`src/common/gat_pkg.sv`:
```
package gat_pkg;

  // Fixed point data, 8 fraction bits
  localparam int DATA_W      = 16;
  localparam int FRAC_BITS   = 8;
  localparam int LEAKY_SHIFT = 2;
  localparam int SCORE_W     = DATA_W + 1;

  localparam int FEAT_NUM    = 4;
  localparam int FEAT_IDX_W  = $clog2(FEAT_NUM);
  localparam int MAX_NODES   = 4;
  localparam int SLOT_W      = $clog2(MAX_NODES);
  localparam int NODE_CNT_W  = $clog2(MAX_NODES + 1);

  localparam int WH_DEPTH    = 64;
  localparam int WH_ADDR_W   = $clog2(WH_DEPTH);
  localparam int SG_DEPTH    = 16;
  localparam int SG_ADDR_W   = $clog2(SG_DEPTH);
  localparam int SG_CNT_W    = $clog2(SG_DEPTH + 1);

  localparam int FIFO_DEPTH  = 4;
  localparam int FIFO_PTR_W  = $clog2(FIFO_DEPTH);
  localparam int CREDIT_W    = $clog2(FIFO_DEPTH + 1);

  // Full precision product and dot product sum
  localparam int PROD_W      = 2 * DATA_W;
  localparam int SUM_W       = PROD_W + $clog2(FEAT_NUM);

  typedef logic signed [DATA_W-1:0]  data_t;
  typedef logic signed [SCORE_W-1:0] score_t;

  typedef data_t [FEAT_NUM-1:0] wh_row_t;

  typedef struct packed {
    logic [WH_ADDR_W-1:0]  first_row;
    logic [NODE_CNT_W-1:0] node_cnt;
  } sg_info_t;

  // Slots at or beyond node_cnt hold zero
  typedef struct packed {
    logic [SG_ADDR_W-1:0]   sg_idx;
    logic [NODE_CNT_W-1:0]  node_cnt;
    data_t [MAX_NODES-1:0]  coef;
  } coef_rec_t;

  typedef struct packed {
    logic [SG_ADDR_W-1:0]   sg_idx;
    logic [NODE_CNT_W-1:0]  node_cnt;
    score_t [MAX_NODES-1:0] score;
  } score_rec_t;

  // Arithmetic shift by the fraction bits, then wrap to one word
  function automatic data_t rescale(input logic signed [SUM_W-1:0] sum);
    return data_t'(sum >>> FRAC_BITS);
  endfunction

  function automatic data_t leaky_relu(input data_t x);
    return x[DATA_W-1] ? data_t'(x >>> LEAKY_SHIFT) : x;
  endfunction

endpackage

```
`src/hw/coef_fifo.sv`:
```
`timescale 1ns/1ps

module coef_fifo (
  input  logic               clk,
  input  logic               rst_n,
  input  logic               push_i,
  input  gat_pkg::coef_rec_t data_i,
  input  logic               pop_i,
  output gat_pkg::coef_rec_t data_o,
  output logic               empty_o
);
  import gat_pkg::*;

  coef_rec_t             mem [FIFO_DEPTH];
  logic [FIFO_PTR_W-1:0] wr_ptr;
  logic [FIFO_PTR_W-1:0] rd_ptr;
  logic [CREDIT_W-1:0]   count;

  assign data_o  = mem[rd_ptr];
  assign empty_o = (count == '0);

  always_ff @(posedge clk) begin
    if (push_i) begin
      mem[wr_ptr] <= data_i;
    end
  end

  always_ff @(posedge clk) begin
    if (!rst_n) begin
      wr_ptr <= '0;
      rd_ptr <= '0;
      count  <= '0;
    end else begin
      if (push_i) begin
        wr_ptr <= (wr_ptr == FIFO_PTR_W'(FIFO_DEPTH - 1)) ? '0 : wr_ptr + 1'b1;
      end
      if (pop_i) begin
        rd_ptr <= (rd_ptr == FIFO_PTR_W'(FIFO_DEPTH - 1)) ? '0 : rd_ptr + 1'b1;
      end
      // Room is guaranteed by the credits upstream
      count <= count + CREDIT_W'(push_i) - CREDIT_W'(pop_i);
    end
  end

endmodule

```
`config.mk`:
```
export PLATFORM = sky130hd
export DESIGN_NAME = coef_fifo
export DESIGN_NICKNAME = d
export VERILOG_FILES = /design/src/common/gat_pkg.sv /design/src/hw/coef_fifo.sv
export SDC_FILE = /design/constraint.sdc
export NUM_CORES = 1
export LEC_CHECK = 0
export ABC_AREA = 1
export BUFFER_PORTS_ARGS = -buffer_cell sky130_fd_sc_hd__clkbuf_2
export CORE_AREA = 2 2 156 158
export CTS_CLUSTER_SIZE = 20
export DETAILED_ROUTE_END_ITERATION = 16
export DIE_AREA = 0 0 158 160
export GPL_TIMING_DRIVEN = 0
export HOLD_SLACK_MARGIN = 0.12
export PLACE_DENSITY_LB_ADDON = 0.05
export SYNTH_ARGS = -nofsm -noshare
export SYNTH_HDL_FRONTEND = slang
export SYNTH_SLANG_ARGS = --single-unit
```
`constraint.sdc`:
```
create_clock -name clk -period 3.35 [get_ports clk]
set_input_delay 0.335 -clock clk [delete_from_list [all_inputs] [get_ports clk]]
set_output_delay 0.335 -clock clk [all_outputs]
set_load 0.005 [all_outputs]
```
==> out/results.txt <==
Skew-Pair Late Insertion Delay = 0.54 ns
largest net degree at the start of global routing = 55
CTS Sinks = 293
endpoints failing hold = 0
die area = 25280 um2
Setup TNS = 0 ns
most common cell in the netlist = edfxtp_1
total gr overflow = 0
H-tree level count = 1
RePlAce Congestion = 0.6991
crit path max fanout = 10
Worst Path Buf+Inv = 3
Num CTS Buffers = 30
Ys Warns = 0
cells after synthesis = 887
Slew Viols, Final = 0
post-synthesis sequential element count = 293
stages on the worst setup path = 6
antenna violations before repair = 0
Routed WL = 25070 um
CTS max path bufs = 3
Critical Path End Type = output pin
port bufs = 146
routed length per placed instance = 16.83 um
CP peak stage delay = 0.48 ns
die height = 160 um
ratio of cells with drive above 1 in the final layout = 21.18%
core box area = 23820 um2
vias in the first global route = 7221
starting density of the core = 49.10%
TritonCTS clock tree = built
Peak Freq = 0.4385 GHz
Worst-Margin Slew = 0.5890 ns
EDFF count, synth = 284
Largest delay share family, worst path = buffers and inverters
final std cells w/o fill = 1490
Inst Count DP = 1361
max cap viols = 0
syn_nets = 970
commonest cells in the synthesized netlist = edfxtp_1, inv_1, nand2_1
Placed Instance Area = 12950 um2
row count = 57
Area Overhead vs Synth = 24.79%
num ports = 147
Static Leak = 5.839 nW
Initial DRC Count = 414
Final Skew = 0.01331 ns
final net count = 1225
Worst slew margin = 60.73%
DRC = 0
Hold Path Depth = 3
Final min period = 2.280 ns
Main synth FF type = edfxtp_1
Layout Utilization = 61.27%
WP data arrival = 1.95 ns
Clk pin slew, worst setup/hold paths = 0.06 ns
RSZ-0062 raised after global routing = false
Total GRT Usage = 19.96%
Power per Cell Area = 562.3 nW/um2
Mean Syn Cell Area = 13.19 um2
clock root cell = clkbuf_16
n_diodes = 0
die width = 158 um
CP max-delay cell = clkbuf_1
Async SR Flop Fraction = 0%
via count = 7280
worst hold slack = 0.1482 ns
Post-CTS Resized = 0
via/cell ratio = 4.886
Reg2Reg Depth = 5
Worst EP required = 3.01 ns
CP cell instances = buf_4 > clkbuf_1 > a21oi_1 > o21ai_0 > nand2_1 > clkbuf_2
post-synth top area cell = edfxtp_1
final setup fails = 0
drt first pass iters = 5
top cell type's share of synthesized area = 72.91%
ANT nets after route = 0
Final period util = 68.07%
Post-DP HPWL = 14580 um
status = finished, final reports clean
WS Path Type = reg -> out
min-delay worst type = in -> reg
first-pass GRT wire length = 38390 um
Area contributors post-synth = edfxtp_1, inv_1, nand2_1
Startpoint Class = register
sequential fraction of the synthesis area = 74.45%
worst vdd ir = 0.3543 mV
fin area = 14600 um2
Synth cell types = 18
Cell Area, Synth = 11700 um2
[worst reg2reg max path: cells and delay by family, from the launching register on]
kind / cells / cell delay (ns)
and+or+nand+nor: 1 / 0.08
DFF: 1 / 0.34
adders and majority gates: 1 / 0.15
buffers and inverters: 3 / 0.86
[cell families (layout without fill, tap and decap cells)]
group                      count (synthesis)  after routing  synth area share [%]
buffers and inverters                    205            484                 8.205
AOI/OAI and AO/OA                        219            219                 11.21
DFF                                      293            293                 74.45
and+or+nand+nor                          162            162                 5.210
adders and majority gates                  8              8                0.9200
[area by class of cell]
class	count	area [um2]
clock inverter	9	46.29
inverter	157	599.3
timing repair buffer	223	1572
fill	1922	9225
buffer	48	370.4
clock buffer	47	865.8
multi-input combinational	389	2028
sequential	293	8708
tap	324	405.4
[cells in the final DEF (no fill, tap or decap), drive strengths merged]
cell type and n:
ha 7, buf 49, inv 157, clkinvlp 2, dlygate4sd3 73, nand3 1, clkinv 7, clkbuf 196
o211ai 71, fa 1, dfxtp 9, a21oi 74, nand2 152, nor2 9, edfxtp 284, o21ai 74
[flip-flops by register name, indices dropped and copies added, names as in the netlist, named ones only]
name and cells:
rd_ptr 2, count 3, wr_ptr 2, mem 284
[metal layers]
| metal | vias to the layer above | part of all wire, % | GRT usage (%) |
|---|---|---|---|
| met3 | 31 | 5.7 | 3.664 |
| met4 | 0 | 1.5 | 4.709 |
| met2 | 195 | 48 | 33.44 |
| met5 | - | 0 | 0 |
| met1 | 3463 | 44 | 27.26 |
| li1 | 3591 | - | - |
[final timing paths]
check | slack, ns | start | end
setup / recovery | 1.07 | register | data_o[67]
hold reg to reg | 0.52 | rd_ptr[0] | rd_ptr[0]
setup reg to reg | 1.59 | wr_ptr[0] | mem[2][35]
hold / removal | 0.15 | push_i | wr_ptr[1]
[power breakdown]
part / internal (mW) / switching, mW
combinational: 0.374 / 0.547
clock: 1.76 / 1.28
sequential: 4.20 / 0.0392
total: 6.34 / 1.87
[timing repair]
action | 4_1_cts | 5_1_grt
buffers inserted | 0 | 0
hold endpoints to repair | 293 | 0
hold buffers | 73 | 0
[per-stage QoR]
stage	worst slack (ns)	power [mW]
after CTS	1.038	8.300
after global placement	-0.3041	5.166
after global routing	0.9130	8.550
final	1.070	8.207
after floorplan	0.9657	4.775
after detailed placement	1.570	5.183
Power figures use the tool's default switching activity.
