<file path="src/common/gat_pkg.sv">
package gat_pkg;

  // Fixed point data, 8 fraction bits
  localparam int DATA_W      = 16;
  localparam int FRAC_BITS   = 8;
  localparam int LEAKY_SHIFT = 2;
  localparam int SCORE_W     = DATA_W + 1;

  localparam int FEAT_NUM    = 4;
  localparam int FEAT_IDX_W  = $clog2(FEAT_NUM);
  localparam int MAX_NODES   = 4;
  localparam int SLOT_W      = $clog2(MAX_NODES);
  localparam int NODE_CNT_W  = $clog2(MAX_NODES + 1);

  localparam int WH_DEPTH    = 64;
  localparam int WH_ADDR_W   = $clog2(WH_DEPTH);
  localparam int SG_DEPTH    = 16;
  localparam int SG_ADDR_W   = $clog2(SG_DEPTH);
  localparam int SG_CNT_W    = $clog2(SG_DEPTH + 1);

  localparam int FIFO_DEPTH  = 4;
  localparam int FIFO_PTR_W  = $clog2(FIFO_DEPTH);
  localparam int CREDIT_W    = $clog2(FIFO_DEPTH + 1);

  // Full precision product and dot product sum
  localparam int PROD_W      = 2 * DATA_W;
  localparam int SUM_W       = PROD_W + $clog2(FEAT_NUM);

  typedef logic signed [DATA_W-1:0]  data_t;
  typedef logic signed [SCORE_W-1:0] score_t;

  typedef data_t [FEAT_NUM-1:0] wh_row_t;

  typedef struct packed {
    logic [WH_ADDR_W-1:0]  first_row;
    logic [NODE_CNT_W-1:0] node_cnt;
  } sg_info_t;

  // Slots at or beyond node_cnt hold zero
  typedef struct packed {
    logic [SG_ADDR_W-1:0]   sg_idx;
    logic [NODE_CNT_W-1:0]  node_cnt;
    data_t [MAX_NODES-1:0]  coef;
  } coef_rec_t;

  typedef struct packed {
    logic [SG_ADDR_W-1:0]   sg_idx;
    logic [NODE_CNT_W-1:0]  node_cnt;
    score_t [MAX_NODES-1:0] score;
  } score_rec_t;

  // Arithmetic shift by the fraction bits, then wrap to one word
  function automatic data_t rescale(input logic signed [SUM_W-1:0] sum);
    return data_t'(sum >>> FRAC_BITS);
  endfunction

  function automatic data_t leaky_relu(input data_t x);
    return x[DATA_W-1] ? data_t'(x >>> LEAKY_SHIFT) : x;
  endfunction

endpackage

</file>
<file path="src/dmvm/attention_dot.sv">
`timescale 1ns/1ps

module attention_dot (
  input  logic                           clk,
  input  logic                           rst_n,
  input  logic                           a_we_i,
  input  logic [gat_pkg::FEAT_IDX_W-1:0] a_idx_i,
  input  gat_pkg::data_t                 a_data_i,
  input  logic                           row_vld_i,
  input  logic [gat_pkg::SLOT_W-1:0]     row_slot_i,
  input  logic                           row_last_i,
  input  logic [gat_pkg::NODE_CNT_W-1:0] row_cnt_i,
  input  logic [gat_pkg::SG_ADDR_W-1:0]  row_sg_i,
  input  gat_pkg::wh_row_t               wh_row_i,
  output logic                           push_o,
  output gat_pkg::coef_rec_t             rec_o
);
  import gat_pkg::*;

  typedef struct packed {
    logic                  vld;
    logic                  last;
    logic [SLOT_W-1:0]     slot;
    logic [NODE_CNT_W-1:0] cnt;
    logic [SG_ADDR_W-1:0]  sg;
  } tag_t;

  data_t                    a_q [FEAT_NUM];
  tag_t                     tag_in;
  tag_t                     s1_tag;
  tag_t                     s2_tag;
  tag_t                     s3_tag;
  logic signed [PROD_W-1:0] s1_prod [FEAT_NUM];
  logic signed [SUM_W-1:0]  sum_c;
  logic signed [SUM_W-1:0]  s2_sum;
  data_t                    s3_coef;
  coef_rec_t                acc_nxt;

  always_ff @(posedge clk) begin
    if (a_we_i) begin
      a_q[a_idx_i] <= a_data_i;
    end
  end

  assign tag_in = '{vld: row_vld_i, last: row_last_i, slot: row_slot_i,
                    cnt: row_cnt_i, sg: row_sg_i};

  always_ff @(posedge clk) begin
    if (!rst_n) begin
      s1_tag <= '0;
      s2_tag <= '0;
      s3_tag <= '0;
    end else begin
      s1_tag <= tag_in;
      s2_tag <= s1_tag;
      s3_tag <= s2_tag;
    end
  end

  always_comb begin
    sum_c = '0;
    for (int i = 0; i < FEAT_NUM; i++) begin
      sum_c = sum_c + s1_prod[i];
    end
  end

  // Multiply, sum, rescale with LeakyReLU
  always_ff @(posedge clk) begin
    for (int i = 0; i < FEAT_NUM; i++) begin
      s1_prod[i] <= a_q[i] * $signed(wh_row_i[i]);
    end
    s2_sum  <= sum_c;
    s3_coef <= leaky_relu(rescale(s2_sum));
  end

  // Record starts from zero after each push
  always_comb begin
    acc_nxt = push_o ? '0 : rec_o;
    if (s3_tag.vld) begin
      acc_nxt.sg_idx              = s3_tag.sg;
      acc_nxt.node_cnt            = s3_tag.cnt;
      acc_nxt.coef[s3_tag.slot]   = s3_coef;
    end
  end

  always_ff @(posedge clk) begin
    if (!rst_n) begin
      rec_o  <= '0;
      push_o <= 1'b0;
    end else begin
      rec_o  <= acc_nxt;
      push_o <= s3_tag.vld && s3_tag.last;
    end
  end

endmodule

</file>
<file path="config.mk">
export PLATFORM = sky130hd
export DESIGN_NAME = attention_dot
export DESIGN_NICKNAME = d
export VERILOG_FILES = /design/src/common/gat_pkg.sv /design/src/dmvm/attention_dot.sv
export SDC_FILE = /design/constraint.sdc
export NUM_CORES = 2
export LEC_CHECK = 0
export BUFFER_PORTS_ARGS = -buffer_cell sky130_fd_sc_hd__buf_2
export CAP_MARGIN = 0
export CORE_MARGIN = 2
export CORE_UTILIZATION = 27
export CTS_CLUSTER_DIAMETER = 30
export CTS_CLUSTER_SIZE = 24
export DETAILED_ROUTE_END_ITERATION = 8
export SETUP_SLACK_MARGIN = 0.4
export SYNTH_ARGS = -nofsm -noshare
export SYNTH_HDL_FRONTEND = slang
export SYNTH_SLANG_ARGS = --single-unit
</file>
<file path="constraint.sdc">
create_clock -name clk -period 6.72 [get_ports clk]
set_input_delay 0 -clock clk [delete_from_list [all_inputs] [get_ports clk]]
set_output_delay 0 -clock clk [all_outputs]
set_load 0.03 [all_outputs]
</file>
==> results.toml <==
[synth]
synth_edf_count = 64
yosys_warnings = 0
syn_area_um2 = 40760
avgSynthCellArea_um2 = 9.465
synthCells = 4306
synth_cell_types = 57
synth_nets = 5508
ys_ff_latch = 297
yosysSeqAreaShare = 0.1616
synth-async-reset-ratio = 0
synthFlopType = "dfxtp_1"

[clock_tree]
cts_tree = "done"
clkTransAtPathRegs_ns = 0.05
clock-root-buffer = "clkbuf_16"
clockBufferDepth = 3
clk_latency_ns = 0.61
cts_sinks = 297
htree_levels = 2
numCtsBuffers = 55

[grt]
grt-ovfl-total = 0
met2_usage = 0.2455
grt_usage = 0.1435
antenna_found_initial = 17
grt_first_pass_wirelength_um = 171700
grt.met3_usage = 0.02238
grt_max_degree = 106
busiest_layer = "met2"
use_met1 = 0.1894
grt_pass1_vias = 30180

[timing]
finalMaxSlewViolations = 0
setup_viol = 0
period_share = 0.8949
layout_setup_ws_ns = 0.7063
skew_ns = 0.02786
worst_slew_pin_slew_ns = 1.096
finalCriticalPeriod_ns = 6.014
rsz0062_at_grt = "false"
max_slew_margin = 0.2602
fin_tns_setup_ns = 0
max_freq_ghz = 0.1663
hold_viol_final = 0

[critical_path]
end_kind = "flip-flop"
worstSetupPathType = "reg -> reg"
worstPathMaxFanout = 16
crit_chain = "and2_1 > fa_1 > inv_1 > fa_1 > inv_1 > fa_1 > fa_1 > fa_1 > inv_1 > fa_1 > inv_1 > ha_1 > a21o_1 > a21oi_1 > nand3b_1 > o21ai_0 > o21ai_0 > o41ai_2 > o21ai_0 > xnor2_1"
path_common_cell = "fa_1"
crit_required_ns = 7.20
cp_slowest_cell = "edfxtp_1"
arrival_ns = 6.50
cp-start-kind = "flip-flop"
crit_buf_inv = 4
cp_slowest_stage_delay_ns = 0.61
crit_family = "adder cells"

[die]
die_height_um = 392.5
start_util = 0.2721
dieArea_um2 = 154100
rows = 142
coreArea_um2 = 149800
ios = 168
fp.dieW_um = 392.5

[layout]
instances_no_fill = 6524
area_delta_synth_final_pct = 13.55
fin_nets = 5662
drive_gt1_frac = 0.08056

[flow_run]
drv_cap = 0

[outcome]
outcome = "finished, final reports clean"

[place]
gp_congestion = 0.8520
numPlacedInstances = 6352
hpwl_um = 86890
port_buffers = 167
place_ws_ns = 0.4703

[route]
vias = 28160
drt-initial-drc-count = 1383
route.detailed.drc = 0
drtAntennaViolNets = 0
wl_per_cell_um = 16.45
wl_um = 107300
first_pass_iters = 5
via_per_inst = 4.316

[hold_path]
hold_path.class = "in -> reg"
## cell usage after synthesis (39+ instances only)
cell type,number,area (um^2)
inv_1,1009,3787
fa_1,793,15880
nand2_1,476,1787
and2_1,466,2915
ha_1,313,3916
dfxtp_1,233,4664
clkbuf_1,167,626.9
a21oi_1,138,690.7
xnor2_1,136,1191
nor2b_1,82,513.0
nor2_1,76,285.3
nor3b_1,73,548.0
edfxtp_1,64,1922
o21ai_0,41,205.2
xor2_1,39,341.6
## layout make-up
| class | instances | area, um^2 |
|---|---|---|
| fill | 15560 | 103500 |
| multi-input combinational | 2831 | 29790 |
| sequential | 297 | 6588 |
| inverter | 1009 | 3787 |
| tap | 2016 | 2522 |
| timing repair buffer | 266 | 1667 |
| clock buffer | 65 | 1530 |
| clock inverter | 38 | 389.1 |
| antenna | 2 | 5.005 |
## cells by family (layout without fill, tap and decap cells)
logic type,Yosys count,after routing,synth area share
compound gates,284,284,0.04267
xor+xnor,175,175,0.03761
fa+ha+maj,1106,1106,0.4856
buf+inv,1178,1378,0.1086
flops,297,297,0.1616
mux,13,13,0.003592
other cells,0,2,0
simple gates,1253,1253,0.1603
## routing by layer
| metal | vias to the layer above | share of wire | wire length (um) |
|---|---|---|---|
| li1 | 13040 | - | - |
| met1 | 14300 | 0.44 | 47080 |
| met2 | 651 | 0.48 | 51920 |
| met3 | 149 | 0.054 | 5827 |
| met4 | 14 | 0.022 | 2369 |
| met5 | - | 0.00081 | 87 |
## sequential cells by signal, summed over array words and instances, names as in the netlist
| name | cells |
|---|---|
| s1_tag | 11 |
| s2_tag | 11 |
| s1_prod | 96 |
| s3_tag | 11 |
| s3_coef | 16 |
| a_q | 64 |
| rec_o | 71 |
| push_o | 1 |
| s2_sum | 16 |
## per-stage QoR
step | hold WS (ns) | utilization | cell area [um^2]
after floorplan | 0.09887 | - | 40760
after global placement | 0.2130 | 0.2920 | 43740
after detailed placement | 0.2100 | 0.2920 | 43740
after CTS | 0.03250 | 0.3072 | 46010
after global routing | 0.07412 | 0.3090 | 46270
final | 0.07054 | 0.3090 | 46280
## timing repair
action	4_1_cts	5_1_grt
hold endpoints to repair	114	0
setup endpoints to repair	0	16
setup buffers	0	32
hold buffers	35	0
gates resized for setup	0	6
## path summary, 6_finish.rpt
check	cells past startpoint	end	start	slack [ns]
setup / recovery	20	s1_prod[1][23]	a_q[1][8]	0.71
hold / removal	3	s1_prod[0][1]	wh_row_i[1]	0.07
setup reg to reg	20	s1_prod[1][23]	a_q[1][8]	0.71
hold reg to reg	1	s2_tag[8]	s1_tag[8]	0.42
## cell usage in the layout (no fill, tap or decap), drive strengths merged, types with 5 or more instances in the layout
cell / count
clkbuf: 65
xor2: 39
dfxtp: 233
nand3: 14
nor2b: 82
nor2: 76
buf: 231
o21a: 9
o211ai: 8
nor3b: 73
a211o: 6
clkinv: 18
nor3: 15
and2: 466
xnor2: 136
a2111oi: 5
mux2: 13
a21o: 28
a211oi: 10
o21bai: 9
dlygate4sd3: 35
ha: 313
a21oi: 140
edfxtp: 64
o21ai: 42
inv: 1023
fa: 793
nand2b: 22
nand2: 476
and3: 11
## worst min-delay path, delay by kind of cell
kind	cells	cell delay, ns
fa+ha+maj	1	0.13
simple gates	1	0.19
buf+inv	1	0.33
Power is left out: the tool's default activity adds up to more than one toggle a clock period on the data nets, which glitch-free logic cannot reach.
