**src/common/gat_pkg.sv**
```systemverilog
package gat_pkg;

  // Fixed point data, 8 fraction bits
  localparam int DATA_W      = 16;
  localparam int FRAC_BITS   = 8;
  localparam int LEAKY_SHIFT = 2;
  localparam int SCORE_W     = DATA_W + 1;

  localparam int FEAT_NUM    = 4;
  localparam int FEAT_IDX_W  = $clog2(FEAT_NUM);
  localparam int MAX_NODES   = 4;
  localparam int SLOT_W      = $clog2(MAX_NODES);
  localparam int NODE_CNT_W  = $clog2(MAX_NODES + 1);

  localparam int WH_DEPTH    = 64;
  localparam int WH_ADDR_W   = $clog2(WH_DEPTH);
  localparam int SG_DEPTH    = 16;
  localparam int SG_ADDR_W   = $clog2(SG_DEPTH);
  localparam int SG_CNT_W    = $clog2(SG_DEPTH + 1);

  localparam int FIFO_DEPTH  = 4;
  localparam int FIFO_PTR_W  = $clog2(FIFO_DEPTH);
  localparam int CREDIT_W    = $clog2(FIFO_DEPTH + 1);

  // Full precision product and dot product sum
  localparam int PROD_W      = 2 * DATA_W;
  localparam int SUM_W       = PROD_W + $clog2(FEAT_NUM);

  typedef logic signed [DATA_W-1:0]  data_t;
  typedef logic signed [SCORE_W-1:0] score_t;

  typedef data_t [FEAT_NUM-1:0] wh_row_t;

  typedef struct packed {
    logic [WH_ADDR_W-1:0]  first_row;
    logic [NODE_CNT_W-1:0] node_cnt;
  } sg_info_t;

  // Slots at or beyond node_cnt hold zero
  typedef struct packed {
    logic [SG_ADDR_W-1:0]   sg_idx;
    logic [NODE_CNT_W-1:0]  node_cnt;
    data_t [MAX_NODES-1:0]  coef;
  } coef_rec_t;

  typedef struct packed {
    logic [SG_ADDR_W-1:0]   sg_idx;
    logic [NODE_CNT_W-1:0]  node_cnt;
    score_t [MAX_NODES-1:0] score;
  } score_rec_t;

  // Arithmetic shift by the fraction bits, then wrap to one word
  function automatic data_t rescale(input logic signed [SUM_W-1:0] sum);
    return data_t'(sum >>> FRAC_BITS);
  endfunction

  function automatic data_t leaky_relu(input data_t x);
    return x[DATA_W-1] ? data_t'(x >>> LEAKY_SHIFT) : x;
  endfunction

endpackage

```
**src/dmvm/subgraph_fetch.sv**
```systemverilog
`timescale 1ns/1ps

module subgraph_fetch (
  input  logic                           clk,
  input  logic                           rst_n,
  input  logic                           start_i,
  input  logic [gat_pkg::SG_CNT_W-1:0]   num_sg_i,
  output logic [gat_pkg::SG_ADDR_W-1:0]  sg_addr_o,
  input  gat_pkg::sg_info_t              sg_data_i,
  output logic [gat_pkg::WH_ADDR_W-1:0]  wh_addr_o,
  input  logic                           credit_ret_i,
  output logic                           row_vld_o,
  output logic [gat_pkg::SLOT_W-1:0]     row_slot_o,
  output logic                           row_last_o,
  output logic [gat_pkg::NODE_CNT_W-1:0] row_cnt_o,
  output logic [gat_pkg::SG_ADDR_W-1:0]  row_sg_o,
  output logic                           done_o
);
  import gat_pkg::*;

  typedef enum logic [1:0] {S_IDLE, S_TBL, S_ROW, S_FIN} state_t;

  state_t              state;
  logic [SG_CNT_W-1:0] num_sg_q;
  logic [SG_CNT_W-1:0] sg_cnt;
  logic [SLOT_W-1:0]   node_idx;
  logic [CREDIT_W-1:0] credit;
  logic                sg_first;
  logic                sg_empty;
  logic                take;
  logic                issue;
  logic                last_row;
  logic                last_sg;

  assign sg_first = (node_idx == '0);
  assign sg_empty = (sg_data_i.node_cnt == '0);
  // A subgraph opens only with a spare FIFO slot
  assign take     = (state == S_ROW) && sg_first && !sg_empty && (credit != '0);
  assign issue    = take || ((state == S_ROW) && !sg_first);
  assign last_row = (NODE_CNT_W'(node_idx) + NODE_CNT_W'(1)) == sg_data_i.node_cnt;
  assign last_sg  = (sg_cnt + SG_CNT_W'(1)) == num_sg_q;

  assign sg_addr_o = sg_cnt[SG_ADDR_W-1:0];
  assign wh_addr_o = sg_data_i.first_row + WH_ADDR_W'(node_idx);
  assign done_o    = (state == S_FIN);

  always_ff @(posedge clk) begin
    if (!rst_n) begin
      state    <= S_IDLE;
      num_sg_q <= '0;
      sg_cnt   <= '0;
      node_idx <= '0;
      credit   <= CREDIT_W'(FIFO_DEPTH);
    end else begin
      credit <= credit - CREDIT_W'(take) + CREDIT_W'(credit_ret_i);
      case (state)
        S_IDLE: begin
          if (start_i) begin
            num_sg_q <= num_sg_i;
            sg_cnt   <= '0;
            state    <= (num_sg_i == '0) ? S_FIN : S_TBL;
          end
        end
        // Table entry in flight
        S_TBL: state <= S_ROW;
        S_ROW: begin
          if (issue && !last_row) begin
            node_idx <= node_idx + 1'b1;
          end else if (issue || (sg_first && sg_empty)) begin
            node_idx <= '0;
            sg_cnt   <= sg_cnt + 1'b1;
            state    <= last_sg ? S_FIN : S_TBL;
          end
        end
        default: state <= S_FIN;
      endcase
    end
  end

  // Strobe lines up with the WH read data
  always_ff @(posedge clk) begin
    if (!rst_n) begin
      row_vld_o  <= 1'b0;
      row_last_o <= 1'b0;
    end else begin
      row_vld_o  <= issue;
      row_last_o <= issue && last_row;
    end
  end

  always_ff @(posedge clk) begin
    row_slot_o <= node_idx;
    row_cnt_o  <= sg_data_i.node_cnt;
    row_sg_o   <= sg_cnt[SG_ADDR_W-1:0];
  end

endmodule

```
**config.mk**
```make
export PLATFORM = sky130hd
export DESIGN_NAME = subgraph_fetch
export DESIGN_NICKNAME = d
export VERILOG_FILES = /design/src/common/gat_pkg.sv /design/src/dmvm/subgraph_fetch.sv
export SDC_FILE = /design/constraint.sdc
export NUM_CORES = 1
export LEC_CHECK = 0
export BUFFER_PORTS_ARGS = -buffer_cell sky130_fd_sc_hd__buf_2
export CORE_MARGIN = 2
export CORE_UTILIZATION = 30
export DETAILED_ROUTE_END_ITERATION = 10
export PLACE_DENSITY = 0.53
export SLEW_MARGIN = 20
export SYNTH_ARGS = -nofsm -noshare
export SYNTH_HDL_FRONTEND = slang
export SYNTH_SLANG_ARGS = --single-unit
```
**constraint.sdc**
```tcl
create_clock -name clk -period 2.35 [get_ports clk]
set_input_delay 0 -clock clk [delete_from_list [all_inputs] [get_ports clk]]
set_output_delay 0 -clock clk [all_outputs]
set_load 0.05 [all_outputs]
```
==> key figures <==
Worst setup path
  – Worst-path maximum fanout: 5
  – Worst EP required: 2.51 ns
  – Crit path arrival time: between 2 and 2.5 ns
  – Critical path class: reg -> reg
  – Crit. End Element: flop
  – Worst Setup Start Kind: flop

GRT
  – Initial antenna violation count: 0
  – Total GRT Usage: 12.35%
  – Global-route wire length before repair: 5250 um
  – Largest net degree at the start of global routing: 25
  – Vias in the first global route: 1214
  – Grt ovf: 0

Drt
  – Routed wire length: 3101 um
  – DR vias/cell: between 4 and 5
  – Via Count: around 1200
  – Iter 0 DRT Violations: 31
  – Drc violations: 0
  – Detailed-route wire length per cell: about 12 um
  – Post-route antenna net violation count: 0
  – First-pass iteration count of the detailed router: 4

Placement
  – Hpwl dp: 2243 um
  – Port Buf Inserts: 39
  – RD Place Congestion: about 0.74
  – Area after DPL: 1733 um^2
  – Dpl cells: 257

Timing
  – Slew margin rel.: a little over three fifths
  – Actual slew at the worst max-slew pin: 0.5613 ns
  – Fin. max-slew vios: 0
  – RSZ-0062 raised after global routing: no
  – Tcrit/Tclk final: 89.43%
  – Final setup violation count: 0
  – Setup_tns: 0 ns
  – Fin crit period: 2.102 ns
  – Clk_skew: 0.007890 ns
  – Fin. Hold Viols: 0
  – Max Freq: 475.9 MHz

Floorplan
  – Core area: 4723 um^2
  – Initial Util: 31.02%
  – Die footprint: 5459 um^2
  – Std cell rows: 25
  – IO Pins: 40
  – Chip width: approximately 74 um
  – Vert. Die Dim: 73.89 um

Final layout
  – Fraction of layout cells with a size suffix above 1: 28.86%
  – Antenna diode count: 0
  – Layout area overhead: 29.03%
  – NumNets Final: 229
  – Commonest non-fill, non-tap cell in the layout: buf_2
  – Fin cells: 268
  – Final Cell Area: 1891 um^2
  – Post-layout util: 40.03%
  – Most frequent cells in the layout: buf_2 (39), dfxtp_1 (27), inv_1 (12)

Pwr
  – P per Cell Area: around 770 nW/um^2
  – IR drop worst, VDD: 0.4014 mV
  – Leak Pwr: 0.0008499 uW

Min path
  – Worst hold path type: in -> reg

Clocking
  – Worst skew pair latency: around 0.27 ns
  – Clk root buf: clkbuf_8
  – TritonCTS Buffers: 3
  – CTS tree: built
  – Setup Fix Bufs, Post-CTS: 0
  – Clock Path Buffers: 2
  – CTS sink cnt: 28
  – H-tree levels: 1
  – Reg clk slew, reported paths: ~0.1 ns

Synth
  – Mean Syn Cell Area: 9.453 um^2
  – Top FF cell, synth: dfxtp_1
  – Distinct cells, synth: 43
  – #FFs+latches synth: 28
  – Synth area leader: dfxtp_1
  – Cells after Synth: 155
  – Synth Cell Area: approximately 1500 um^2
  – Register area share after synthesis: 38.26%
  – FFs w/ async S/R, synth: 0%
  – Syn Nets: 182
  – Number of synthesized flops with an enable pin: 0
  – Yosys top cell area share: 38.26%
  – Top post-synthesis cells by area: dfxtp_1 (38%), ha_1 (6.0%), xnor2_1 (4.2%), xor2_1 (4.2%), mux2i_1 (4.1%)
  – Synth warnings: 0

Outcome
  – Outcome: finished, final reports clean

Flow run
  – MaxCap Viol Count: 0
## sequential cells by signal, indices dropped and copies added (netlist names)
| signal | count |
|---|---|
| num_sg_q | 5 |
| sg_cnt | 5 |
| row_sg_o | 4 |
| credit | 3 |
| row_cnt_o | 3 |
| node_idx | 2 |
| row_slot_o | 2 |
| state | 2 |
| row_last_o | 1 |
| row_vld_o | 1 |
## where the power goes
| group | internal (uW) | switching (uW) | leakage [uW] | total, uW |
|---|---|---|---|---|
| Sequential | 527 | 45.3 | 0.000230 | 573 |
| Combinational | 208 | 296 | 0.000585 | 504 |
| Clock | 228 | 152 | 0.0000357 | 380 |
## worst max-delay path, cell delays in order, from the launching register on
cell and delay, ns:
dfxtp_2 0.35, inv_1 0.09, ha_2 0.19, o311ai_1 0.09
nor2_1 0.11, ha_1 0.22, inv_1 0.05, ha_1 0.13
inv_1 0.05, fa_2 0.34, xor2_2 0.15, xnor2_1 0.13
nand2_1 0.06
## kinds of logic after synthesis
logic type                 Yosys count  synth area share [%]
buffers and inverters               21                 6.405
AOI/OAI and AO/OA                   24                 11.87
muxes                                6                 4.099
and+or+nand+nor                     52                 21.61
DFF                                 28                 38.26
adders and majority gates           10                 9.394
xor gates and xnor gates            14                 8.369
## path summary, 6_finish.rpt
check,from,cells past startpoint,to,slack (ns)
max,node_idx[1]$_SDFFE_PN0P_,12,credit[2]$_SDFF_PN1_,0.25
min,num_sg_i[1],3,num_sg_q[1]$_SDFFE_PN0P_,0.006
max reg2reg,node_idx[1]$_SDFFE_PN0P_,12,credit[2]$_SDFF_PN1_,0.25
min reg2reg,node_idx[1]$_SDFFE_PN0P_,0,row_slot_o[1]$_DFF_P_,0.40
## synthesized netlist by cell type, drive strengths merged, types with 2 or more instances
cell type / number
a21oi: 4
a32o: 3
nand3b: 2
dfxtp: 28
nand2b: 4
ha: 7
nor2: 6
fa: 2
and3: 3
nor3: 2
o21ai: 6
xor2: 7
mux2i: 6
nand3: 4
nand2: 8
a21boi: 2
clkbuf: 5
nor2b: 9
buf: 4
nand4: 3
inv: 12
xnor2: 7
and3b: 2
nor3b: 2
## metal layers
metal  up-vias  wire length, um  global-route usage [%]
met5         -                0                       0
met4         0               16                   3.232
met3         2              167                   3.018
met2        35             1466                   21.13
met1       566             1450                   15.42
li1        631                -                       -
## stage by stage
stage | setup WS, ns | total power [uW] | hold WS, ns
detailed placement | 0.09027 | 1061 | 0.1666
floorplan | 0.1752 | 942.6 | 0.02772
finish | 0.2485 | 1456 | 0.005809
CTS | 0.1074 | 1458 | 0.005023
global route | 0.03093 | 1552 | 0.02037
global placement | 0.1757 | 1061 | 0.1684
## repair_timing
item / in CTS / in global routing
hold buffers: 7 / 0
setup endpoints to repair: 0 / 1
gates resized for setup: 0 / 6
endpoints found under the hold margin: 7 / 0
## final cells by class
class | instances | area (um^2)
inverters | 12 | 45.04
clock inverters | 1 | 30.03
flip-flops and latches | 28 | 561.8
clock buffers | 3 | 41.29
fillers | 483 | 2833
multi-input cells | 106 | 825.8
well taps | 67 | 83.83
repair buffers | 51 | 302.8
Note: power is estimated with default switching activity, not from simulation.
