===== src/hw/gat_bram.sv =====
`timescale 1ns/1ps

module gat_bram #(
  parameter type payload_t = logic [7:0],
  parameter int  DEPTH     = 16
) (
  input  logic                     clk,
  input  logic                     rst_n,
  input  logic                     we_i,
  input  logic [$clog2(DEPTH)-1:0] waddr_i,
  input  payload_t                 wdata_i,
  input  logic [$clog2(DEPTH)-1:0] raddr_i,
  output payload_t                 rdata_o
);

  payload_t mem [DEPTH];

  always_ff @(posedge clk) begin
    if (we_i) begin
      mem[waddr_i] <= wdata_i;
    end
  end

  // One cycle read
  always_ff @(posedge clk) begin
    if (!rst_n) begin
      rdata_o <= '0;
    end else begin
      rdata_o <= mem[raddr_i];
    end
  end

endmodule


===== config.mk =====
export PLATFORM = sky130hd
export DESIGN_NAME = gat_bram
export DESIGN_NICKNAME = d
export VERILOG_FILES = /design/src/hw/gat_bram.sv
export SDC_FILE = /design/constraint.sdc
export NUM_CORES = 1
export LEC_CHECK = 0
export ABC_AREA = 1
export BUFFER_PORTS_ARGS = -buffer_cell sky130_fd_sc_hd__buf_4
export CAP_MARGIN = 20
export CORE_MARGIN = 2
export CORE_UTILIZATION = 50
export DETAILED_ROUTE_END_ITERATION = 8
export PLACE_DENSITY = 0.67
export SYNTH_ARGS = -nofsm -noshare
export SYNTH_HDL_FRONTEND = slang
export SYNTH_SLANG_ARGS = --single-unit
export TNS_END_PERCENT = 10

===== constraint.sdc =====
create_clock -name clk -period 1.1 [get_ports clk]
set_clock_uncertainty 0.05 [all_clocks]
set_input_delay 0 -clock clk [delete_from_list [all_inputs] [get_ports clk]]
set_output_delay 0 -clock clk [all_outputs]
set_load 0.005 [all_outputs]

==> results of run 1 <==
-- logic make-up after synthesis --
logic type	synth area share [%]
AO/OA/AOI/OAI	0.704
buffers and inverters	7.46
flip-flops	70.4
AND/OR/NAND/NOR	21.5
-- power groups by stage --
stage / combinational, µW / sequential (µW) / clock (µW)
floorplan: 406 / 5920 / 0
global placement: 758 / 5920 / 0
detailed placement: 767 / 5930 / 0
CTS: 803 / 5820 / 5550
global route: 908 / 5820 / 5750
finish: 823 / 5820 / 5460
-- state kept, by name (all words and copies together) (netlist names) --
name and cells:
mem 128, rdata_o 8
-- per-stage QoR --
step	hold slack (ns)	power, µW
final	0.00474	12100
after global routing	0.0276	12500
after CTS	0.00377	12200
after detailed placement	0.307	6690
after global placement	0.308	6680
after floorplan	0.0489	6320
-- cells in the mapped netlist --
cell type  instances
nor2_1            18
buf_4              2
nand2_1          198
dfxtp_1            8
inv_2              2
a21oi_1            8
inv_1             70
buf_6              5
buf_2             15
nand3_1           82
clkbuf_1           2
edfxtp_1         128
-- layer usage --
metal / global-route usage (%) / part of all wire (%) / up-vias
met4: 8.92 / 2.0 / 0
li1: - / - / 1872
met5: 0 / 0 / -
met2: 36.2 / 49 / 171
met3: 4.21 / 6.8 / 23
met1: 30.1 / 42 / 1870
-- final cells by class --
class                      instances  area [µm²]  share of cell area [%]
timing repair buffer              64         566                    8.16
inverter                          72         270                    3.90
clock inverter                    14         149                    2.15
sequential                       136        4000                    57.8
clock buffer                      18         429                    6.19
tap                              140         175                    2.53
multi-input combinational        306        1340                    19.3
-- tightest hold or removal path, delay by kind of cell --
kind            cells  cell delay [ns]
simple gates        1             0.07
compound gates      1             0.05
buf+inv             2             0.29
-- timing repair --
action                                  4_1_cts  5_1_grt
hold buffers                                  9        0
endpoints found under the hold margin       136        0
pin swaps                                     0        8
resized for setup                             1       15
endpoints found under the setup margin        1        7
-- worst min path at each step --
stage / start / end / slack (ns) / cells after the start
6_report: raddr_i[3] / rdata_o[0] / 0.005 / 4
5_1_grt: raddr_i[3] / rdata_o[0] / 0.03 / 4
4_1_cts: raddr_i[3] / rdata_o[0] / 0.004 / 4
3_5_place_dp: wdata_i[0] / mem[5][0] / 0.31 / 1
3_3_place_gp: wdata_i[0] / mem[5][0] / 0.31 / 1
2_1_floorplan: wdata_i[0] / mem[0][0] / 0.05 / 0
==> impl_metrics.tcl, run 1 <==
set metrics [dict create \
    r2r_start "mem[5][6]" \
    antenna_found_initial 0 \
    ant_nets 0 \
    status "complete, no violations" \
    critPathCapture "rdata_o[6]" \
    first_pass_iters 5 \
    setup_slack_ns 0.0362 \
    synth.distinct_cells 12 \
    die_h_um 111 \
    synth.area.top_cells "edfxtp_1, nand2_1, nand3_1" \
    pwr-share-seq_pct 48.1 \
    gp_congestion 0.809 \
    synth_area_leader_cell "edfxtp_1" \
    drcViolationCount 0 \
    dp_slack_ns -0.0953 \
    crit_path_end_kind "register" \
    row_count 38 \
    clock_sink_count 136 \
    ys_warn_count 0 \
    leakagePower_uw 0.00294 \
    ir_worst_vdd_v 0.000897 \
    crit_path_top_delay_cell "edfxtp_1" \
    stdcell_count 750 \
    final_common_cell "nand2_1" \
    drt_iter0_drc 309 \
    stdcell_area_mm2 0.00693 \
    layout_common_cells "nand2_1, edfxtp_1, inv_1" \
    overflow 0 \
    dieWidth_um 111 \
    wl_per_cell_um 17.3 \
    maxSlewHeadroom_pct 74.8 \
    port_buffers 26 \
    crit_arrival_ns 1.30 \
    drive_gt1_share_pct 17.0 \
    regToRegEndpoint "rdata_o[6]" \
    syn-num-nets 557 \
    netlist.area_leader.share_pct 67.6 \
    hold_viol_final 0 \
    finalSetupViolCount 0 \
    core_area_mm2 0.0110 \
    netlist_area_mm2 0.00569 \
    rrSetupSlack_ns 0.04 \
    via_count 3936 \
    finalSetupTns_ns 0 \
    drv_cap 0 \
    crit_path_frequent_cell "nand3_1" \
    holdCritPathClass "in -> reg" \
    clk_pin_slew_ns 0.06 \
    clockRootBuffer "clkbuf_16" \
    rsz0062_at_grt "yes" \
    dp_cells 709 \
    p_sw_uw 2670 \
    switching_share_pct 22.1 \
    clock.fmax_mhz 940 \
    die_area_mm2 0.0122 \
    htreeDepth 4 \
    cp.required_ns 1.34 \
    finalCritPeriodShare_pct 96.7 \
    grt_max_degree 42 \
    avgViaCountPerCell 5.25 \
    cts_setup_buffers 0 \
    yosysSeqAreaShare_pct 70.4 \
    first_global_vias 3848 \
    numCtsBuffers 17 \
    crit_path_max_fanout 1 \
    grt_pass1_wl_um 20500 \
    p_clk_share_pct 45.1 \
    io_pins 27 \
    synth_seq_cells 136 \
    cp_num_buf_inv 1 \
    finalCriticalPeriod_ns 1.06 \
    drv_slew 0 \
    crit_family "simple AND/OR/NAND/NOR gates" \
    final_util_pct 63.1 \
    netlist_instances 538 \
    tightestPinTransition_ns 0.377 \
    start_util_pct 51.8 \
    worstSetupStartpointType "register" \
    max_stage_delay_ns 0.35 \
    syn_area_per_cell_um2 10.6 \
    cts_tree "yes" \
    worstPathCellList "inv_1 > nand2_1 > nand3_1 > nand3_1 > nand3_1 > a21oi_1" \
    grt_usage_pct 22.4 \
    power_density_mw_per_mm2 1750 \
    drt-total-wl_um 13000 \
    cp-startpoint "mem[5][6]" \
    worst-r2r-cell-count 6 \
    cp.depth 6 \
    num-nets-final 616 \
    clk_path_buf_depth 2 \
    syn_to_final_growth_pct 21.8 \
    crit_type "reg -> reg" \
    diodes 0 \
    placed_cell_area_mm2 0.00619 \
    fillers 865 \
    pwr-share-comb_pct 6.8 \
    p_int_uw 9430 \
    dpl.hpwl_um 8170 \
    clock_latency_ns 0.42 \
]
Power figures use the tool's default switching activity.
==> run 2, diff against run 1 <==
--- a/config.mk
+++ b/config.mk
@@ -5,7 +5,7 @@
 export SDC_FILE = /design/constraint.sdc
 export NUM_CORES = 1
 export LEC_CHECK = 0
-export ABC_AREA = 1
+export ABC_AREA = 0
 export BUFFER_PORTS_ARGS = -buffer_cell sky130_fd_sc_hd__buf_4
 export CAP_MARGIN = 20
 export CORE_MARGIN = 2
==> constraint.sdc (replaced) <==
create_clock -name clk -period 1.3 [get_ports clk]
set_clock_uncertainty 0.05 [all_clocks]
set_input_delay 0 -clock clk [delete_from_list [all_inputs] [get_ports clk]]
set_output_delay 0 -clock clk [all_outputs]
set_load 0.005 [all_outputs]
==> run 2 against run 1 <==
  * The flow now finishes with violations (setup timing)
  * Via count down 32%
  * Clock power down 14%
  * Register-to-register slack worse by 0.25 ns
  * Power down 15%
  * Combinational power down 28%
  * Sequential power down 15%
  * Maximum frequency down 30%
  * Highest routed layer unchanged
  * Hold slack better by 0.038 ns
==> impl_metrics.tcl, run 2 <==
set metrics [dict create \
    syn_to_final_growth_pct 26.7 \
    drive_gt1_share_pct 36.2 \
    grt_pass1_wl_um 15600 \
    row_count 37 \
    overflow 0 \
    netlist_instances 242 \
    cts_tree "yes" \
    finalSetupViolCount 6 \
    start_util_pct 50.9 \
    core_area_mm2 0.0102 \
    crit_type "reg -> reg" \
    yosysSeqAreaShare_pct 77.2 \
    avgViaCountPerCell 5.54 \
    synth.area.top_cells "edfxtp_1, mux4_2, dfxtp_1" \
    dp_cells 436 \
    die_area_mm2 0.0112 \
    tightestPinTransition_ns 0.338 \
    total_power_uw 10200 \
    rsz0062_at_grt "yes" \
    clk_path_buf_depth 2 \
    synth_most_common_cell "edfxtp_1" \
    setup_slack_ns -0.215 \
    htreeDepth 4 \
    first_pass_iters 4 \
    via_count 2666 \
    die_h_um 106 \
    synthFlopType "edfxtp_1" \
    power_density_mw_per_mm2 1560 \
    clock_sink_count 136 \
    wl_per_cell_um 20.9 \
    drcViolationCount 0 \
    violations "setup timing" \
    stdcell_count 481 \
    clockRootBuffer "clkbuf_8" \
    drv_slew 0 \
    maxSlewHeadroom_pct 77.4 \
    crit_path_end_kind "register" \
    grt.busiest_layer "met2" \
    gp_congestion 0.839 \
    synth_seq_cells 136 \
    ys_warn_count 0 \
    syn-num-nets 261 \
    worstSetupStartpointType "register" \
    synth_area_leader_cell "edfxtp_1" \
    drt-total-wl_um 10000 \
    stdcell_area_mm2 0.00657 \
    clk_pin_slew_ns 0.06 \
    finalCriticalPeriod_ns 1.51 \
    finalCritPeriodShare_pct 117 \
    largest_reg_flops 128 \
    placed_cell_area_mm2 0.00584 \
    clock.fmax_mhz 660 \
    ys_top_cells_by_count "edfxtp_1, mux4_2, mux2i_1" \
    crit_arrival_ns 1.86 \
    num-nets-final 351 \
    grt_usage_pct 19.7 \
    dpl.hpwl_um 6680 \
    hold_viol_final 0 \
    netlist.area_leader.share_pct 74.1 \
    use_met3_pct 4.39 \
    regMostFlops "mem" \
    grt_use_met2_pct 30.2 \
    netlist_area_mm2 0.00519 \
    numCtsBuffers 17 \
    synth-edff-count 128 \
    clock_latency_ns 0.51 \
    syn_area_per_cell_um2 21.4 \
    port_buffers 26 \
    status "finished with violations" \
    dieWidth_um 106 \
    final_util_pct 64.5 \
    cts_setup_buffers 0 \
    drv_cap 0 \
    reg_top3 "mem: 128 flops, rdata_o: 8 flops" \
    diodes 0 \
    drt_iter0_drc 156 \
    crit_path_max_fanout 1 \
    async_flop_share_pct 0 \
    cp.required_ns 1.64 \
    ir_worst_vdd_v 0.00109 \
    leakagePower_uw 0.00231 \
    grt_max_degree 17 \
    finalSetupTns_ns -0.885 \
    layout_common_cells "edfxtp_1, buf_4, mux4_2" \
    synth.distinct_cells 24 \
    io_pins 27 \
    first_global_vias 2786 \
    holdCritPathClass "in -> reg" \
    final_common_cell "edfxtp_1" \
    grtUsageMet1_pct 27.6 \
    antenna_found_initial 0 \
    ant_nets 0 \
]
## run 2: kinds of logic after synthesis
family / after synthesis / share of synthesized area (%)
and+or+nand+nor: 36 / 3.50
muxes: 44 / 15.5
DFF: 136 / 77.2
AOI/OAI and AO/OA: 16 / 2.46
buffers and inverters: 10 / 1.35
## run 2: what timing repair did
action | in CTS | in global routing
endpoints found under the hold margin | 160 | 0
gates resized for setup | 2 | 2
hold buffers | 13 | 0
pin swaps | 3 | 3
setup endpoints to repair | 7 | 8
## run 2: final timing paths
kind,from,end,slack (ns),cells past startpoint
worst max-delay path,mem[2][0],rdata_o[0],-0.21,3
worst min-delay path,raddr_i[2],rdata_o[7],0.04,4
worst max register to register,mem[2][0],rdata_o[0],-0.21,3
worst min register to register,mem[8][1],rdata_o[1],0.65,2
## run 2: routing by layer
layer,wire length (µm),share of wire (%),up-vias
met2,4870,48,77
met4,208,2.1,0
met3,387,3.9,13
li1,-,-,1188
met5,0,0,-
met1,4580,46,1388
## run 2: worst max-delay path: stages (launching register included)
cell and delay [ns]:
edfxtp_1 0.38, mux4_2 0.48, a22o_1 0.20, a221o_1 0.30
## run 2: area by class of cell
class	instances	area, µm²
tap	136	170
clock inverter	7	119
timing repair buffer	81	678
fill	696	3610
clock buffer	25	474
multi-input combinational	96	1130
sequential	136	4000
## run 2: power by group
group	total (µW)	switching, µW	internal (µW)
logic	592	282	310
registers	4920	26.2	4900
clock network	4720	1650	3080
total	10200	1950	8280
## run 2: per-stage QoR
step / setup slack, ns / hold slack [ns]
finish: -0.215 / 0.0432
global route: -0.262 / 0.0317
CTS: -0.243 / 0.00909
detailed placement: -0.235 / 0.268
global placement: -0.208 / 0.257
floorplan: -0.156 / 0.0489
==> run 3, diff against run 2 <==
--- a/config.mk
+++ b/config.mk
@@ -11,7 +11,9 @@
 export CORE_MARGIN = 2
 export CORE_UTILIZATION = 50
 export DETAILED_ROUTE_END_ITERATION = 8
+export MAX_ROUTING_LAYER = met4
 export PLACE_DENSITY = 0.67
+export REMOVE_ABC_BUFFERS = 1
 export SYNTH_ARGS = -nofsm -noshare
 export SYNTH_HDL_FRONTEND = slang
 export SYNTH_SLANG_ARGS = --single-unit
==> run 3 against run 2 <==
  * The flow still finishes with violations (setup timing)
  * First-iteration DRC count shrank 1.3%
  * Combinational power increased by 3%
  * Final cell count down 1.5%
  * Design area about the same
  * Die area did not move
  * Worst setup slack worse by 0.046 ns
  * Largest power group unchanged
  * Clock-buffer cell count shrank 5
  * Hold slack better by 0.035 ns
  * Utilization fell by 0.062 points
  * Global-route usage increased by 1.5 points
  * Maximum frequency is 2.9% lower
==> impl_metrics.tcl, run 3 (same netlist as run 2, synthesis figures left out) <==
set metrics [dict create \
    status "finished with violations" \
    violations "setup timing" \
    grt_usage_pct 21.2 \
    finalSetupViolCount 8 \
    drcViolationCount 0 \
    gp_congestion 0.775 \
    drt-total-wl_um 10300 \
    core_area_mm2 0.0102 \
    final_common_cell "edfxtp_1" \
    clock_sink_count 136 \
    crit_type "reg -> reg" \
    cts_tree "yes" \
    finalCritPeriodShare_pct 120 \
    rsz0062_at_grt "yes" \
    drt_iter0_drc 154 \
    regMostFlops "mem" \
    dp_slack_ns -0.336 \
    ant_nets 0 \
    finalCriticalPeriod_ns 1.56 \
    port_buffers 26 \
    num-nets-final 344 \
    ir_worst_vdd_v 0.000954 \
    grt_pass1_wl_um 16200 \
    tightestPinTransition_ns 0.327 \
    worstSetupStartpointType "register" \
    htreeDepth 4 \
    placed_cell_area_mm2 0.00578 \
    die_h_um 106 \
    clk_path_buf_depth 2 \
    clk_pin_slew_ns 0.06 \
    holdCritPathClass "in -> reg" \
    antenna_found_initial 0 \
    drv_slew 0 \
    clock.fmax_mhz 641 \
    cp.required_ns 1.65 \
    crit_path_max_fanout 1 \
    drive_gt1_share_pct 36.1 \
    row_count 37 \
    total_power_uw 10400 \
    crit_arrival_ns 1.91 \
    drv_cap 0 \
    final_util_pct 64.5 \
    reg_top3 "mem: 128 flops, rdata_o: 8 flops" \
    dpl.hpwl_um 6400 \
    crit_path_end_kind "register" \
    whs_ns 0.0785 \
    leakagePower_uw 0.00227 \
    clock_latency_ns 0.51 \
    numCtsBuffers 17 \
    rrSetupSlack_ns -0.26 \
    power_density_mw_per_mm2 1580 \
    avgViaCountPerCell 5.50 \
    start_util_pct 50.9 \
    clockRootBuffer "clkbuf_8" \
    maxSlewHeadroom_pct 78.2 \
    io_pins 27 \
    first_pass_iters 4 \
    layout_common_cells "edfxtp_1, buf_4, mux4_2" \
    stdcell_area_mm2 0.00657 \
    first_global_vias 2804 \
    largest_reg_flops 128 \
    wl_per_cell_um 21.7 \
    diodes 0 \
    hold_viol_final 0 \
    dieWidth_um 106 \
    via_count 2609 \
    grt_max_degree 17 \
    die_area_mm2 0.0112 \
    overflow 0 \
    syn_to_final_growth_pct 26.5 \
    setup_slack_ns -0.260 \
]
[run 3: what timing repair did]
action	4_1_cts	5_1_grt
hold buffers	13	0
gates cloned	0	0
resized for setup	8	2
pin swaps	3	0
endpoints found under the hold margin	168	0
buffers inserted	0	0
endpoints found under the setup margin	8	8
[run 3: final timing paths]
path / from / end / cells past startpoint
worst max-delay path: mem[10][1] / rdata_o[1] / 3
worst min-delay path: waddr_i[3] / mem[0][2] / 4
worst max register to register: mem[10][1] / rdata_o[1] / 3
worst min register to register: mem[0][0] / rdata_o[0] / 2
[run 3: worst max-delay path, stage by stage, from the launching register on]
cell and delay (ns):
edfxtp_1 0.41, mux4_2 0.50, a22o_1 0.20, a221o_1 0.29
[run 3: through the flow]
stage	TNS, ns	instances
after floorplan	-2.61	232
after global placement	-2.52	429
after detailed placement	-3.05	429
after CTS	-1.24	474
after global routing	-1.42	474
final	-1.13	474
[run 3: report_power, final]
group / internal (µW) / switching (µW)
combinational: 318 / 292
sequential: 4900 / 25.9
clock: 3110 / 1740
total: 8320 / 2060
[run 3: layout make-up]
type / instances / area (µm²)
Timing Repair Buffer: 74 / 626
Multi-Input combinational cell: 96 / 1160
Sequential cell: 136 / 4000
Tap cell: 136 / 170
Clock buffer: 20 / 425
Fill cell: 695 / 3620
Clock inverter: 12 / 176
[run 3: metal layers]
layer  vias to the layer above  part of all wire [%]  global-route usage (%)
met5                         -                     0                       -
met4                         0                   1.3                    7.24
met3                        11                   5.3                    5.94
met2                        85                    50                    32.5
met1                      1330                    43                    27.9
li1                       1183                     -                       -
